<file path="src/lbuf_cfg_pkg.sv">
/* Buffer configuration constants shared by every block.
   The packed structs are sized by LBW_DEFAULT, so no instance may use a wider LBW. */
`default_nettype none

package lbuf_cfg_pkg;

	//==========================================================================
	// Configuration ids
	//==========================================================================
	// Number of block size entries in the table
	localparam int N_ICFG = 4;
	// Width of one id
	localparam int ICFG_BW = (N_ICFG > 1) ? $clog2(N_ICFG) : 1;

	//==========================================================================
	// Buffer geometry
	//==========================================================================
	// Words carried by one SRAM write beat
	localparam int VSIZE = 4;
	// Default local address width, 64 words
	localparam int LBW_DEFAULT = 6;

endpackage

`default_nettype wire

</file>
<file path="src/lbuf_types_pkg.sv">
/* Packed structs exchanged between decode, allocator and fill tracker.
   Addresses and sizes use the LBW_DEFAULT width whatever LBW an instance selects. */
`default_nettype none

package lbuf_types_pkg;

	import lbuf_cfg_pkg::*;

	//==========================================================================
	// Decoded request
	//==========================================================================
	// Id of the request and the block size looked up for it
	typedef struct packed {
		logic [ICFG_BW-1:0]   id;
		logic [LBW_DEFAULT:0] size;
	} alloc_req_t;

	//==========================================================================
	// Pending linear output
	//==========================================================================
	// Ring address of a granted block and the words it needs
	typedef struct packed {
		logic [LBW_DEFAULT-1:0] addr;
		logic [LBW_DEFAULT:0]   size;
	} lbuf_entry_t;

	//==========================================================================
	// DMA command
	//==========================================================================
	// Where the DMA engine writes, how much and for which id
	typedef struct packed {
		logic [LBW_DEFAULT-1:0] addr;
		logic [LBW_DEFAULT:0]   size;
		logic [ICFG_BW-1:0]     id;
	} dma_cmd_t;

endpackage

`default_nettype wire

</file>
<file path="src/size_table_decode.sv">
/* Size table of N_ICFG entries, all zero after reset.
   A table write is seen by decode on the following cycle; lookups are combinational. */
`timescale 1ns/1ps
`default_nettype none

module size_table_decode
	import lbuf_cfg_pkg::*;
	import lbuf_types_pkg::*;
#(
	parameter int LBW = LBW_DEFAULT
) (
	input  logic               i_clk,
	input  logic               i_rst,
	// Table write port
	input  logic               i_cfg_we,
	input  logic [ICFG_BW-1:0] i_cfg_id,
	input  logic [LBW:0]       i_cfg_size,
	// Ids to decode
	input  logic [ICFG_BW-1:0] i_alloc_id,
	input  logic [ICFG_BW-1:0] i_free_id,
	// Decoded sizes
	output alloc_req_t         o_alloc_req,
	output logic [LBW:0]       o_free_size
);

	// One size per id, LBW+1 bits so a block may span the whole ring
	logic [LBW:0] size_r [N_ICFG];

	//==========================================================================
	// Table storage
	//==========================================================================
	always_ff @(posedge i_clk) begin
		if (i_rst) begin
			for (int i = 0; i < N_ICFG; i++) begin
				size_r[i] <= '0;
			end
		end else if (i_cfg_we) begin
			size_r[i_cfg_id] <= i_cfg_size;
		end
	end

	//==========================================================================
	// Id decode
	//==========================================================================
	// Allocation side carries the id along for the DMA command
	always_comb begin
		o_alloc_req.id   = i_alloc_id;
		o_alloc_req.size = (LBW_DEFAULT + 1)'(size_r[i_alloc_id]);
	end

	// Free side only needs the size to return
	assign o_free_size = size_r[i_free_id];

endmodule

`default_nettype wire

</file>
<file path="src/lbuf_fifo.sv">
/* Register FIFO of DEPTH entries, head visible on o_data while o_rdy is high.
   A push while full is ignored, so the writer must check o_full first. */
`timescale 1ns/1ps
`default_nettype none

module lbuf_fifo #(
	parameter int  DEPTH     = 5,
	parameter type payload_t = logic [7:0]
) (
	input  logic     i_clk,
	input  logic     i_rst,
	// Write side
	input  logic     i_push,
	input  payload_t i_data,
	// Read side, ready/acknowledge
	input  logic     i_ack,
	output logic     o_rdy,
	output payload_t o_data,
	output logic     o_full
);

	localparam int PTR_BW = (DEPTH > 1) ? $clog2(DEPTH) : 1;
	localparam int CNT_BW = $clog2(DEPTH + 1);

	payload_t          mem [DEPTH];
	logic [PTR_BW-1:0] wr_ptr_r;
	logic [PTR_BW-1:0] rd_ptr_r;
	logic [CNT_BW-1:0] count_r;
	logic              do_push;
	logic              do_pop;

	//==========================================================================
	// Status
	//==========================================================================
	assign o_rdy   = count_r != '0;
	assign o_full  = count_r == CNT_BW'(DEPTH);
	assign do_push = i_push && !o_full;
	// Pop only on an acknowledged transfer
	assign do_pop  = i_ack && o_rdy;
	assign o_data  = mem[rd_ptr_r];

	//==========================================================================
	// Payload storage
	//==========================================================================
	always_ff @(posedge i_clk) begin
		if (do_push) begin
			mem[wr_ptr_r] <= i_data;
		end
	end

	//==========================================================================
	// Pointers and occupancy
	//==========================================================================
	always_ff @(posedge i_clk) begin
		if (i_rst) begin
			wr_ptr_r <= '0;
			rd_ptr_r <= '0;
			count_r  <= '0;
		end else begin
			// Pointers wrap at DEPTH, which need not be a power of two
			if (do_push) begin
				wr_ptr_r <= (wr_ptr_r == PTR_BW'(DEPTH - 1)) ? '0 : wr_ptr_r + 1'b1;
			end
			if (do_pop) begin
				rd_ptr_r <= (rd_ptr_r == PTR_BW'(DEPTH - 1)) ? '0 : rd_ptr_r + 1'b1;
			end
			// Simultaneous push and pop leaves the count alone
			if (do_push && !do_pop) begin
				count_r <= count_r + 1'b1;
			end else if (do_pop && !do_push) begin
				count_r <= count_r - 1'b1;
			end
		end
	end

endmodule

`default_nettype wire

</file>
<file path="src/space_allocator.sv">
/* Grants ring space in request order; the ack is combinational on i_alloc_rdy.
   A block-done pulse wins over a grant in the same cycle and leaves the cursor at 0. */
`timescale 1ns/1ps
`default_nettype none

module space_allocator
	import lbuf_cfg_pkg::*;
	import lbuf_types_pkg::*;
#(
	parameter int LBW   = LBW_DEFAULT,
	parameter int DEPTH = 5
) (
	input  logic         i_clk,
	input  logic         i_rst,
	// Allocation request, ready/acknowledge
	input  logic         i_alloc_rdy,
	input  alloc_req_t   i_alloc_req,
	output logic         o_alloc_ack,
	// Space returned by a free
	input  logic         i_free_dval,
	input  logic [LBW:0] i_free_size,
	// End of block, ring restarts at address 0
	input  logic         i_blkdone_dval,
	// Pending queue level from the fill tracker
	input  logic         i_fill_full,
	// DMA command, ready/acknowledge
	input  logic         i_cmd_ack,
	output logic         o_cmd_rdy,
	output dma_cmd_t     o_cmd,
	// Pending entry toward the fill tracker
	output logic         o_entry_push,
	output lbuf_entry_t  o_entry
);

	// Whole ring is free after reset
	localparam logic [LBW:0] CAPACITY = 1 << LBW;

	logic [LBW:0]   capacity_r;
	logic [LBW:0]   capacity_w;
	logic [LBW-1:0] cur_r;
	logic [LBW-1:0] cur_w;
	logic [LBW:0]   alloc_size;
	logic           has_space;
	logic           cmd_full;
	dma_cmd_t       cmd_in;

	//==========================================================================
	// Grant decision
	//==========================================================================
	// Granted sizes never exceed the capacity, so LBW+1 bits hold them
	assign alloc_size = i_alloc_req.size[LBW:0];
	assign has_space  = capacity_r >= i_alloc_req.size;
	// Both queues need room, every grant lands in each of them
	assign o_alloc_ack = i_alloc_rdy && has_space && !cmd_full && !i_fill_full;

	//==========================================================================
	// Capacity and cursor
	//==========================================================================
	always_comb begin
		capacity_w = capacity_r;
		if (o_alloc_ack) begin
			capacity_w = capacity_w - alloc_size;
		end
		// Free in the same edge as a grant adds on top
		if (i_free_dval) begin
			capacity_w = capacity_w + i_free_size;
		end
	end

	always_comb begin
		cur_w = cur_r;
		// Advance modulo 2^LBW by dropping the carry
		if (o_alloc_ack) begin
			cur_w = cur_r + alloc_size[LBW-1:0];
		end
		if (i_blkdone_dval) begin
			cur_w = '0;
		end
	end

	always_ff @(posedge i_clk) begin
		if (i_rst) begin
			capacity_r <= CAPACITY;
			cur_r      <= '0;
		end else begin
			capacity_r <= capacity_w;
			cur_r      <= cur_w;
		end
	end

	//==========================================================================
	// Outgoing payloads
	//==========================================================================
	// Block address is the cursor before the advance
	always_comb begin
		cmd_in.addr = LBW_DEFAULT'(cur_r);
		cmd_in.size = i_alloc_req.size;
		cmd_in.id   = i_alloc_req.id;
	end

	always_comb begin
		o_entry.addr = LBW_DEFAULT'(cur_r);
		o_entry.size = i_alloc_req.size;
	end

	assign o_entry_push = o_alloc_ack;

	// DMA queue, o_cmd_rdy rises the cycle after the grant
	lbuf_fifo #(
		.DEPTH     (DEPTH),
		.payload_t (dma_cmd_t)
	) u_cmd_fifo (
		.i_clk  (i_clk),
		.i_rst  (i_rst),
		.i_push (o_alloc_ack),
		.i_data (cmd_in),
		.i_ack  (i_cmd_ack),
		.o_rdy  (o_cmd_rdy),
		.o_data (o_cmd),
		.o_full (cmd_full)
	);

endmodule

`default_nettype wire

</file>
<file path="src/fill_tracker.sv">
/* Releases pending addresses in grant order once enough words are written.
   Write beats are counted for the whole ring, not per block; a beat may fill the next block. */
`timescale 1ns/1ps
`default_nettype none

module fill_tracker
	import lbuf_cfg_pkg::*;
	import lbuf_types_pkg::*;
#(
	parameter int LBW   = LBW_DEFAULT,
	parameter int DEPTH = 5
) (
	input  logic        i_clk,
	input  logic        i_rst,
	// Pending entry from the allocator
	input  logic        i_entry_push,
	input  lbuf_entry_t i_entry,
	// One SRAM write beat of VSIZE words
	input  logic        i_re_dval,
	// Linear output, ready/acknowledge
	input  logic        i_linear_ack,
	output logic        o_fill_full,
	output logic        o_linear_rdy,
	output lbuf_entry_t o_linear
);

	// One spare bit over the ring size covers a beat past the last block
	localparam int WC_BW = LBW + 2;

	lbuf_entry_t      head;
	logic             head_vld;
	logic             filled;
	logic             release_ack;
	logic [WC_BW-1:0] wcount_r;
	logic [WC_BW-1:0] wcount_w;

	//==========================================================================
	// Pending queue
	//==========================================================================
	// Pops only on a released transfer, never on a raw ack
	lbuf_fifo #(
		.DEPTH     (DEPTH),
		.payload_t (lbuf_entry_t)
	) u_entry_fifo (
		.i_clk  (i_clk),
		.i_rst  (i_rst),
		.i_push (i_entry_push),
		.i_data (i_entry),
		.i_ack  (release_ack),
		.o_rdy  (head_vld),
		.o_data (head),
		.o_full (o_fill_full)
	);

	//==========================================================================
	// Release
	//==========================================================================
	assign filled       = wcount_r >= head.size;
	assign o_linear_rdy = head_vld && filled;
	assign release_ack  = i_linear_ack && o_linear_rdy;
	assign o_linear     = head;

	//==========================================================================
	// Written word count
	//==========================================================================
	always_comb begin
		wcount_w = wcount_r;
		if (i_re_dval) begin
			wcount_w = wcount_w + WC_BW'(VSIZE);
		end
		// Consumed block gives its words back
		if (release_ack) begin
			wcount_w = wcount_w - WC_BW'(head.size);
		end
	end

	always_ff @(posedge i_clk) begin
		if (i_rst) begin
			wcount_r <= '0;
		end else begin
			wcount_r <= wcount_w;
		end
	end

endmodule

`default_nettype wire

</file>
<file path="src/lbuf_manager_top.sv">
/* Local buffer space manager for a ring of 2^LBW words.
   LBW must not exceed LBW_DEFAULT; at most DEPTH grants wait in each queue. */
`timescale 1ns/1ps
`default_nettype none

module lbuf_manager_top
	import lbuf_cfg_pkg::*;
	import lbuf_types_pkg::*;
#(
	parameter int LBW   = LBW_DEFAULT,
	parameter int DEPTH = 5
) (
	input  logic               i_clk,
	input  logic               i_rst,
	// Size table write
	input  logic               i_cfg_we,
	input  logic [ICFG_BW-1:0] i_cfg_id,
	input  logic [LBW:0]       i_cfg_size,
	// Allocation request
	input  logic               i_alloc_rdy,
	input  logic [ICFG_BW-1:0] i_alloc_id,
	output logic               o_alloc_ack,
	// Free, write beat and block end pulses
	input  logic               i_free_dval,
	input  logic [ICFG_BW-1:0] i_free_id,
	input  logic               i_re_dval,
	input  logic               i_blkdone_dval,
	// Linear output
	output logic               o_linear_rdy,
	input  logic               i_linear_ack,
	output lbuf_entry_t        o_linear,
	// DMA command
	output logic               o_cmd_rdy,
	input  logic               i_cmd_ack,
	output dma_cmd_t           o_cmd
);

	alloc_req_t   alloc_req;
	logic [LBW:0] free_size;
	logic         entry_push;
	lbuf_entry_t  entry;
	logic         fill_full;

	//==========================================================================
	// Decode
	//==========================================================================
	size_table_decode #(
		.LBW (LBW)
	) u_decode (
		.i_clk       (i_clk),
		.i_rst       (i_rst),
		.i_cfg_we    (i_cfg_we),
		.i_cfg_id    (i_cfg_id),
		.i_cfg_size  (i_cfg_size),
		.i_alloc_id  (i_alloc_id),
		.i_free_id   (i_free_id),
		.o_alloc_req (alloc_req),
		.o_free_size (free_size)
	);

	//==========================================================================
	// Execute
	//==========================================================================
	space_allocator #(
		.LBW   (LBW),
		.DEPTH (DEPTH)
	) u_alloc (
		.i_clk          (i_clk),
		.i_rst          (i_rst),
		.i_alloc_rdy    (i_alloc_rdy),
		.i_alloc_req    (alloc_req),
		.o_alloc_ack    (o_alloc_ack),
		.i_free_dval    (i_free_dval),
		.i_free_size    (free_size),
		.i_blkdone_dval (i_blkdone_dval),
		.i_fill_full    (fill_full),
		.i_cmd_ack      (i_cmd_ack),
		.o_cmd_rdy      (o_cmd_rdy),
		.o_cmd          (o_cmd),
		.o_entry_push   (entry_push),
		.o_entry        (entry)
	);

	//==========================================================================
	// Result
	//==========================================================================
	fill_tracker #(
		.LBW   (LBW),
		.DEPTH (DEPTH)
	) u_fill (
		.i_clk        (i_clk),
		.i_rst        (i_rst),
		.i_entry_push (entry_push),
		.i_entry      (entry),
		.i_re_dval    (i_re_dval),
		.i_linear_ack (i_linear_ack),
		.o_fill_full  (fill_full),
		.o_linear_rdy (o_linear_rdy),
		.o_linear     (o_linear)
	);

endmodule

`default_nettype wire

</file>
<file path="config.mk">
export PLATFORM = sky130hd
export DESIGN_NAME = lbuf_manager_top
export DESIGN_NICKNAME = d
export VERILOG_FILES = /design/src/lbuf_cfg_pkg.sv /design/src/lbuf_types_pkg.sv /design/src/size_table_decode.sv /design/src/lbuf_fifo.sv /design/src/space_allocator.sv /design/src/fill_tracker.sv /design/src/lbuf_manager_top.sv
export SDC_FILE = /design/constraint.sdc
export NUM_CORES = 1
export LEC_CHECK = 0
export BUFFER_PORTS_ARGS = -buffer_cell sky130_fd_sc_hd__buf_2
export CAP_MARGIN = 10
export CELL_PAD_IN_SITES_DETAIL_PLACEMENT = 0
export CELL_PAD_IN_SITES_GLOBAL_PLACEMENT = 1
export CORE_UTILIZATION = 40
export CTS_BUF_LIST = sky130_fd_sc_hd__clkbuf_8
export DETAILED_ROUTE_END_ITERATION = 6
export PLACE_DENSITY = 0.7
export SKIP_LAST_GASP = 1
export SYNTH_ARGS = -nofsm -noshare
export SYNTH_HDL_FRONTEND = slang
export SYNTH_HIERARCHICAL = 1
export SYNTH_SLANG_ARGS = --single-unit
</file>
<file path="constraint.sdc">
create_clock -name i_clk -period 12.5 [get_ports i_clk]
set_input_delay 1.875 -clock i_clk [delete_from_list [all_inputs] [get_ports i_clk]]
set_output_delay 1.875 -clock i_clk [all_outputs]
set_load 0.05 [all_outputs]
</file>
## Word level (Yosys, flattened, before mapping)

Memory sizes are Yosys's and may differ from the RTL's. A register that Yosys moved wholly into a read port is not among the register bits.
Index checks and enable logic that the tools add are counted.

- $add $sub $neg: 13
- Multipliers: 0
- Div/mod/pow operators: 0
- $lt $le $gt $ge: 2
- Eq/ne operators: 6
- Shift operators: 0
- Multiplexer cells: 28
- Bitwise gates (word level): 0
- Reduce and logical (&&, ||, !) cells: 25

Operator list:

| kind | number |
|---|---|
| 3-bit 2-to-1 mux | 12 |
| 7-bit 2-to-1 mux | 3 |
| 3-bit by 1-bit adder with 3-bit output, second input constant | 6 |
| 3-bit equality test, second input constant | 6 |
| 8-bit 2-to-1 mux | 2 |
| 1-bit logical AND | 13 |
| 1-bit 2-to-1 mux | 10 |
| 8-bit by 3-bit adder with 8-bit output, second input constant | 1 |
| 8-bit by 7-bit greater-or-equal comparator with 1-bit output | 1 |
| 8-bit by 7-bit subtractor with 8-bit output | 1 |
| 7-bit adder | 1 |
| 7-bit greater-or-equal comparator | 1 |
| 7-bit OR reduction | 1 |
| 7-bit subtractor | 1 |
| 6-bit adder | 1 |
| 1-bit zero test | 6 |
| 3-bit nonzero test | 2 |
| 3-bit by 1-bit subtractor with 3-bit output, second input constant | 2 |
| 2-bit nonzero test | 2 |
| 2-bit 2-to-1 mux | 1 |
| 2-bit OR reduction | 1 |

- Bits in registers: 39
- Latch bits: 0
- RAM bits: 168
- Memory bits (read-only): 0
- Input bits: 22
- Output and inout port bits: 31
- Logic and storage cells: 86
- Memories kept: 3

Memory list:

| memory | depth | bits a word | rd ports | clocked after memory_dff | write ports | line | RTL |
|---|---|---|---|---|---|---|---|
| u_alloc.u_cmd_fifo.mem | 5 | 15 | 1 | 1 | 1 | lbuf_fifo.sv:25 | `payload_t mem [DEPTH];` |
| u_fill.u_entry_fifo.mem | 5 | 13 | 1 | 1 | 1 | lbuf_fifo.sv:25 |  |
| u_decode.size_r | 4 | 7 | 2 | 0 | 4 | size_table_decode.sv:27 | `logic [LBW:0] size_r [N_ICFG];` |

## Depth between registers and ports, before layout

An unclocked memory read counts as a cell.

- Word-level depth: 10
- Depth in mapped cells: 20
- Gate-level depth less buffers: 18

## Hierarchy

Netlist, hierarchy kept.

Modules (own cells, without submodules):

| module | instances | cells an instance | area an instance (um^2) | seq. area each (um^2) |
|---|---|---|---|---|
| lbuf_fifo at u_alloc.u_cmd_fifo | 1 | 172 | 3,405.8 | 2,492.4 |
| lbuf_fifo at u_fill.u_entry_fifo | 1 | 156 | 3,004.1 | 2,192.1 |
| size_table_decode | 1 | 87 | 1,498.9 | 840.8 |
| space_allocator | 1 | 160 | 1,408.9 | 260.2 |
| fill_tracker | 1 | 95 | 852.1 | 160.2 |

## Worst setup path after synthesis

OpenSTA, ideal clock, no wires.

- Kind: in2reg
- From: input port i_alloc_id[0]
- To: memory u_alloc/u_cmd_fifo/mem[0][0] in the netlist's numbering, enable pin
- Setup time: 0.426 ns
- Arrival: 5.498 ns
- Required time: 12.074 ns
- Slack: 6.576 ns
- Cell stages on the path: 12
- Path buffers: 3
- Cells stage by stage: buf_6 -> mux4_2 -> inv_1 -> ha_1 -> buf_2 -> nand2_1 -> o21ai_1 -> nand4_1 -> a21oi_4 -> buf_4 -> nand2_1 -> nor4_1

RTL lines:

| element | line | RTL |
|---|---|---|
| start, declared | lbuf_manager_top.sv:21 | `input logic [ICFG_BW-1:0] i_alloc_id,` |
| end, declared | lbuf_fifo.sv:25 |  |

==> reports/results.txt <==
Post-synth ARST share: 0%
Sink Count: 213
Top cell by count, worst path: buf_2
Worst Path Buf+Inv: 4
Power Density: 196 nW/um^2
Clock Latency Late Sink: 0.53 ns
total CTS buffers: 38
xor-xnor portion of the synthesized cell area: 1.81%
Worst Setup EP: o_alloc_ack
Power Total: 2.25 mW
initial antenna violation count: 0
FF+latch area: 5950 um^2
total number of vias: 5792
worst-margin pin slew: 1.08 ns
Slew HR: 27.6%
Post-synth EDFFs: 168
post-synthesis mux area share: 14.4%
n_diodes: 0
Most used DFF post-synth: edfxtp_1
routability cong.: 0.775
final wirelength: 20.5 mm
HPWL reported at the end of detailed placement: 13.9 mm
Setup Skew: 0.0260 ns
Synth Area in Compound Gates: 7.94%
Net Count, Synth: 740
status: finished clean
Power Internal: 1.47 mW
Crit path depth: 10
Hold WC Path Type: reg2reg
root buffer cell: clkbuf_8
drt via density: 5.32
WP data required: 10.62 ns
Worst EP arrival: 4.73 ns
Synth area leaders: edfxtp_1 50%, dfxtp_1 8.9%, mux4_2 7.5%
First-pass DRT Iterations: 4
endpoint class of the critical path: output port
area share of fa/ha/maj cells after synthesis: 6.35%
synth unique cells: 71
post-synth top area share: 49.6%
Leakage: 4.19 nW
I/O pin count: 53
final hold violation count: 0
Startpoint Class: input pin
antenna viol nets, final: 0
minimum clock period: 6.60 ns
final setup fails: 0
P&R area growth vs syn: 12.7%
fillers: 2140
global route overflow: 0
drt drc: 0
CTS Hold Bufs: 0
post-synthesis sequential area ratio: 58.5%
Mapped Cells: 670
#FFs+latches synth: 213
sequential share of power: 40.7%
Worst Path Max Fanout: 17
CP Launch Point: i_alloc_id[0]
die span in y: 161 um
fraction of layout cells with a size suffix above 1: 28.3%
synthesized area per cell: 15.2 um^2
total setup buffers inserted after CTS: 0
sw frac: 34.6%
YS warnings: 6
NetSw: 0.776 mW
htree depth: 2
clk slew on worst S/H paths: 0.06 ns
most frequent cells in the layout: 168 x edfxtp_1, 58 x inv_1, 52 x buf_2
largest net degree at the start of global routing: 46
reg2reg end: u_fill/u_entry_fifo/count_r[2]
multi-input logic area: 3940 um^2
RSZ-0062 raised after global routing: no
Initial Utilization: 41.3%
first-pass GRT wire length: 33.0 mm
leading cell type in the layout, fill and taps excluded: edfxtp_1
Die Wd: 161 um
buffer depth of the longest clock path: 3
critical path class: in2out
reg2reg path depth: 14
num rows: 57
Combinational Power Share: 31.9%
max-cap viol count: 0
Slowest Stage Delay on Critical Path: 0.70 ns
DR WL/cell: 18.8 um
setup TNS: 0 ns
vias in the first global route: 6198
top cell type by total area after synthesis: edfxtp_1
period utilization: 52.8%
post-CTS sizing: 0
Port Buffers: 52
clock share of power: 27.4%
initial DRC count: 388
Final #Nets: 806
post-synthesis simple-gate area fraction: 7.33%
largest family of logic cells by synthesized area: multiplexers
GRT Total Usage: 16.4%
final max-slew violation count: 0
master of the slowest instance on the critical path: mux4_2
crit-path cells: buf_2, mux4_2, inv_1, ha_1, nand2_1, o21ai_1, nand4_1, a21oi_4, buf_4, buf_2
r2r setup slk: 7.90 ns
post-synthesis cell area: 10200 um^2
Die ar.: 26100 um^2
CP top delay family: buffers and inverters
VDD IR-drop max: 0.0884 mV
core box area: 24600 um^2
CTS tree: done
Fmax: 151 MHz
per-stage QoR:
step | instance area (um^2) | setup slack [ns] | hold WS (ns) | util (%) | instances
detailed placement | 10700 | 5.92 | 0.504 | 43.7 | 1020
global route | 11500 | 5.71 | 0.544 | 46.6 | 1088
global placement | 10700 | 6.01 | 0.496 | 43.7 | 1020
floorplan | 10200 | 6.58 | 0.473 | - | 670
CTS | 11500 | 5.91 | 0.521 | 46.6 | 1088
finish | 11500 | 5.90 | 0.525 | 46.6 | 1088
how the worst min path moves through the flow:
stage | from | end | slack, ns | cells after the start
after floorplan | u_alloc/u_cmd_fifo/rd_ptr_r[2] | flop | 0.47 | 2
after global placement | u_fill/u_entry_fifo/rd_ptr_r[2] | u_fill/u_entry_fifo/rd_ptr_r[2] | 0.50 | 2
after detailed placement | u_alloc/u_cmd_fifo/rd_ptr_r[2] | u_alloc/u_cmd_fifo/rd_ptr_r[2] | 0.50 | 2
after CTS | u_alloc/u_cmd_fifo/rd_ptr_r[2] | flop | 0.52 | 2
after global routing | u_alloc/u_cmd_fifo/rd_ptr_r[0] | u_alloc/u_cmd_fifo/rd_ptr_r[0] | 0.54 | 2
final | u_alloc/u_cmd_fifo/rd_ptr_r[2] | flop | 0.53 | 2
state kept, by name, summed over array words and instances (netlist names), 6 cells and up, named ones only:
name,flops
u_alloc/capacity_r,7
u_alloc/cur_r,6
u_alloc/u_cmd_fifo/mem,75
u_decode/size_r,28
u_fill/u_entry_fifo/mem,65
u_fill/wcount_r,8
worst reg2reg max path, delay by kind of cell, from the launching register on:
| kind | cells | cell delay (ns) |
|---|---|---|
| AND/OR/NAND/NOR | 1 | 0.30 |
| flip-flops | 1 | 0.88 |
| AO/OA/AOI/OAI | 5 | 1.22 |
| XOR/XNOR | 1 | 0.15 |
| buffers and inverters | 2 | 0.17 |
| adder cells (fa/ha/maj) | 3 | 0.92 |
| multiplexers | 2 | 0.88 |
power by group through the flow:
stage	sequential, mW	combinational, mW	clock [mW]
floorplan	0.899	0.585	0
global placement	0.924	0.696	0
detailed placement	0.930	0.719	0
CTS	0.915	0.723	0.635
global route	0.925	0.781	0.663
finish	0.913	0.716	0.616
cell type report:
| cell class | instances | area share (%) |
|---|---|---|
| flip-flops and latches | 213 | 51.9 |
| clock inverters | 29 | 1.60 |
| inverters | 42 | 1.38 |
| clock buffers | 39 | 4.68 |
| repair buffers | 57 | 2.60 |
| well taps | 324 | 3.54 |
| multi-input cells | 384 | 34.3 |
kinds of logic (layout without fill, tap and decap cells):
group,Yosys count,count (layout)
adder cells (fa/ha/maj),48,48
buffers and inverters,73,167
flip-flops,213,213
XOR/XNOR,21,21
AND/OR/NAND/NOR,121,121
AO/OA/AOI/OAI,107,107
multiplexers,87,87
layer usage:
metal	GRT usage [%]	share of wire [%]	vias up
met4	5.57	2.3	0
met2	28.0	50	157
met1	21.0	42	2881
li1	-	-	2715
met3	2.88	5.6	39
met5	0	0	-
cells in the mapped netlist (all sizes together), types with 5 or more instances:
cell    instances
a211oi         11
a21o           16
a21oi          26
and2           29
buf            24
clkbuf          7
dfxtp          45
edfxtp        168
fa              6
ha             42
inv            42
mux2           34
mux2i          11
mux4           42
nand2          10
nand3           9
nand3b          5
nand4           5
nor2           29
nor4            8
o21ai          19
o31ai           5
xnor2          11
xor2           10
Power figures use the tool's default switching activity.
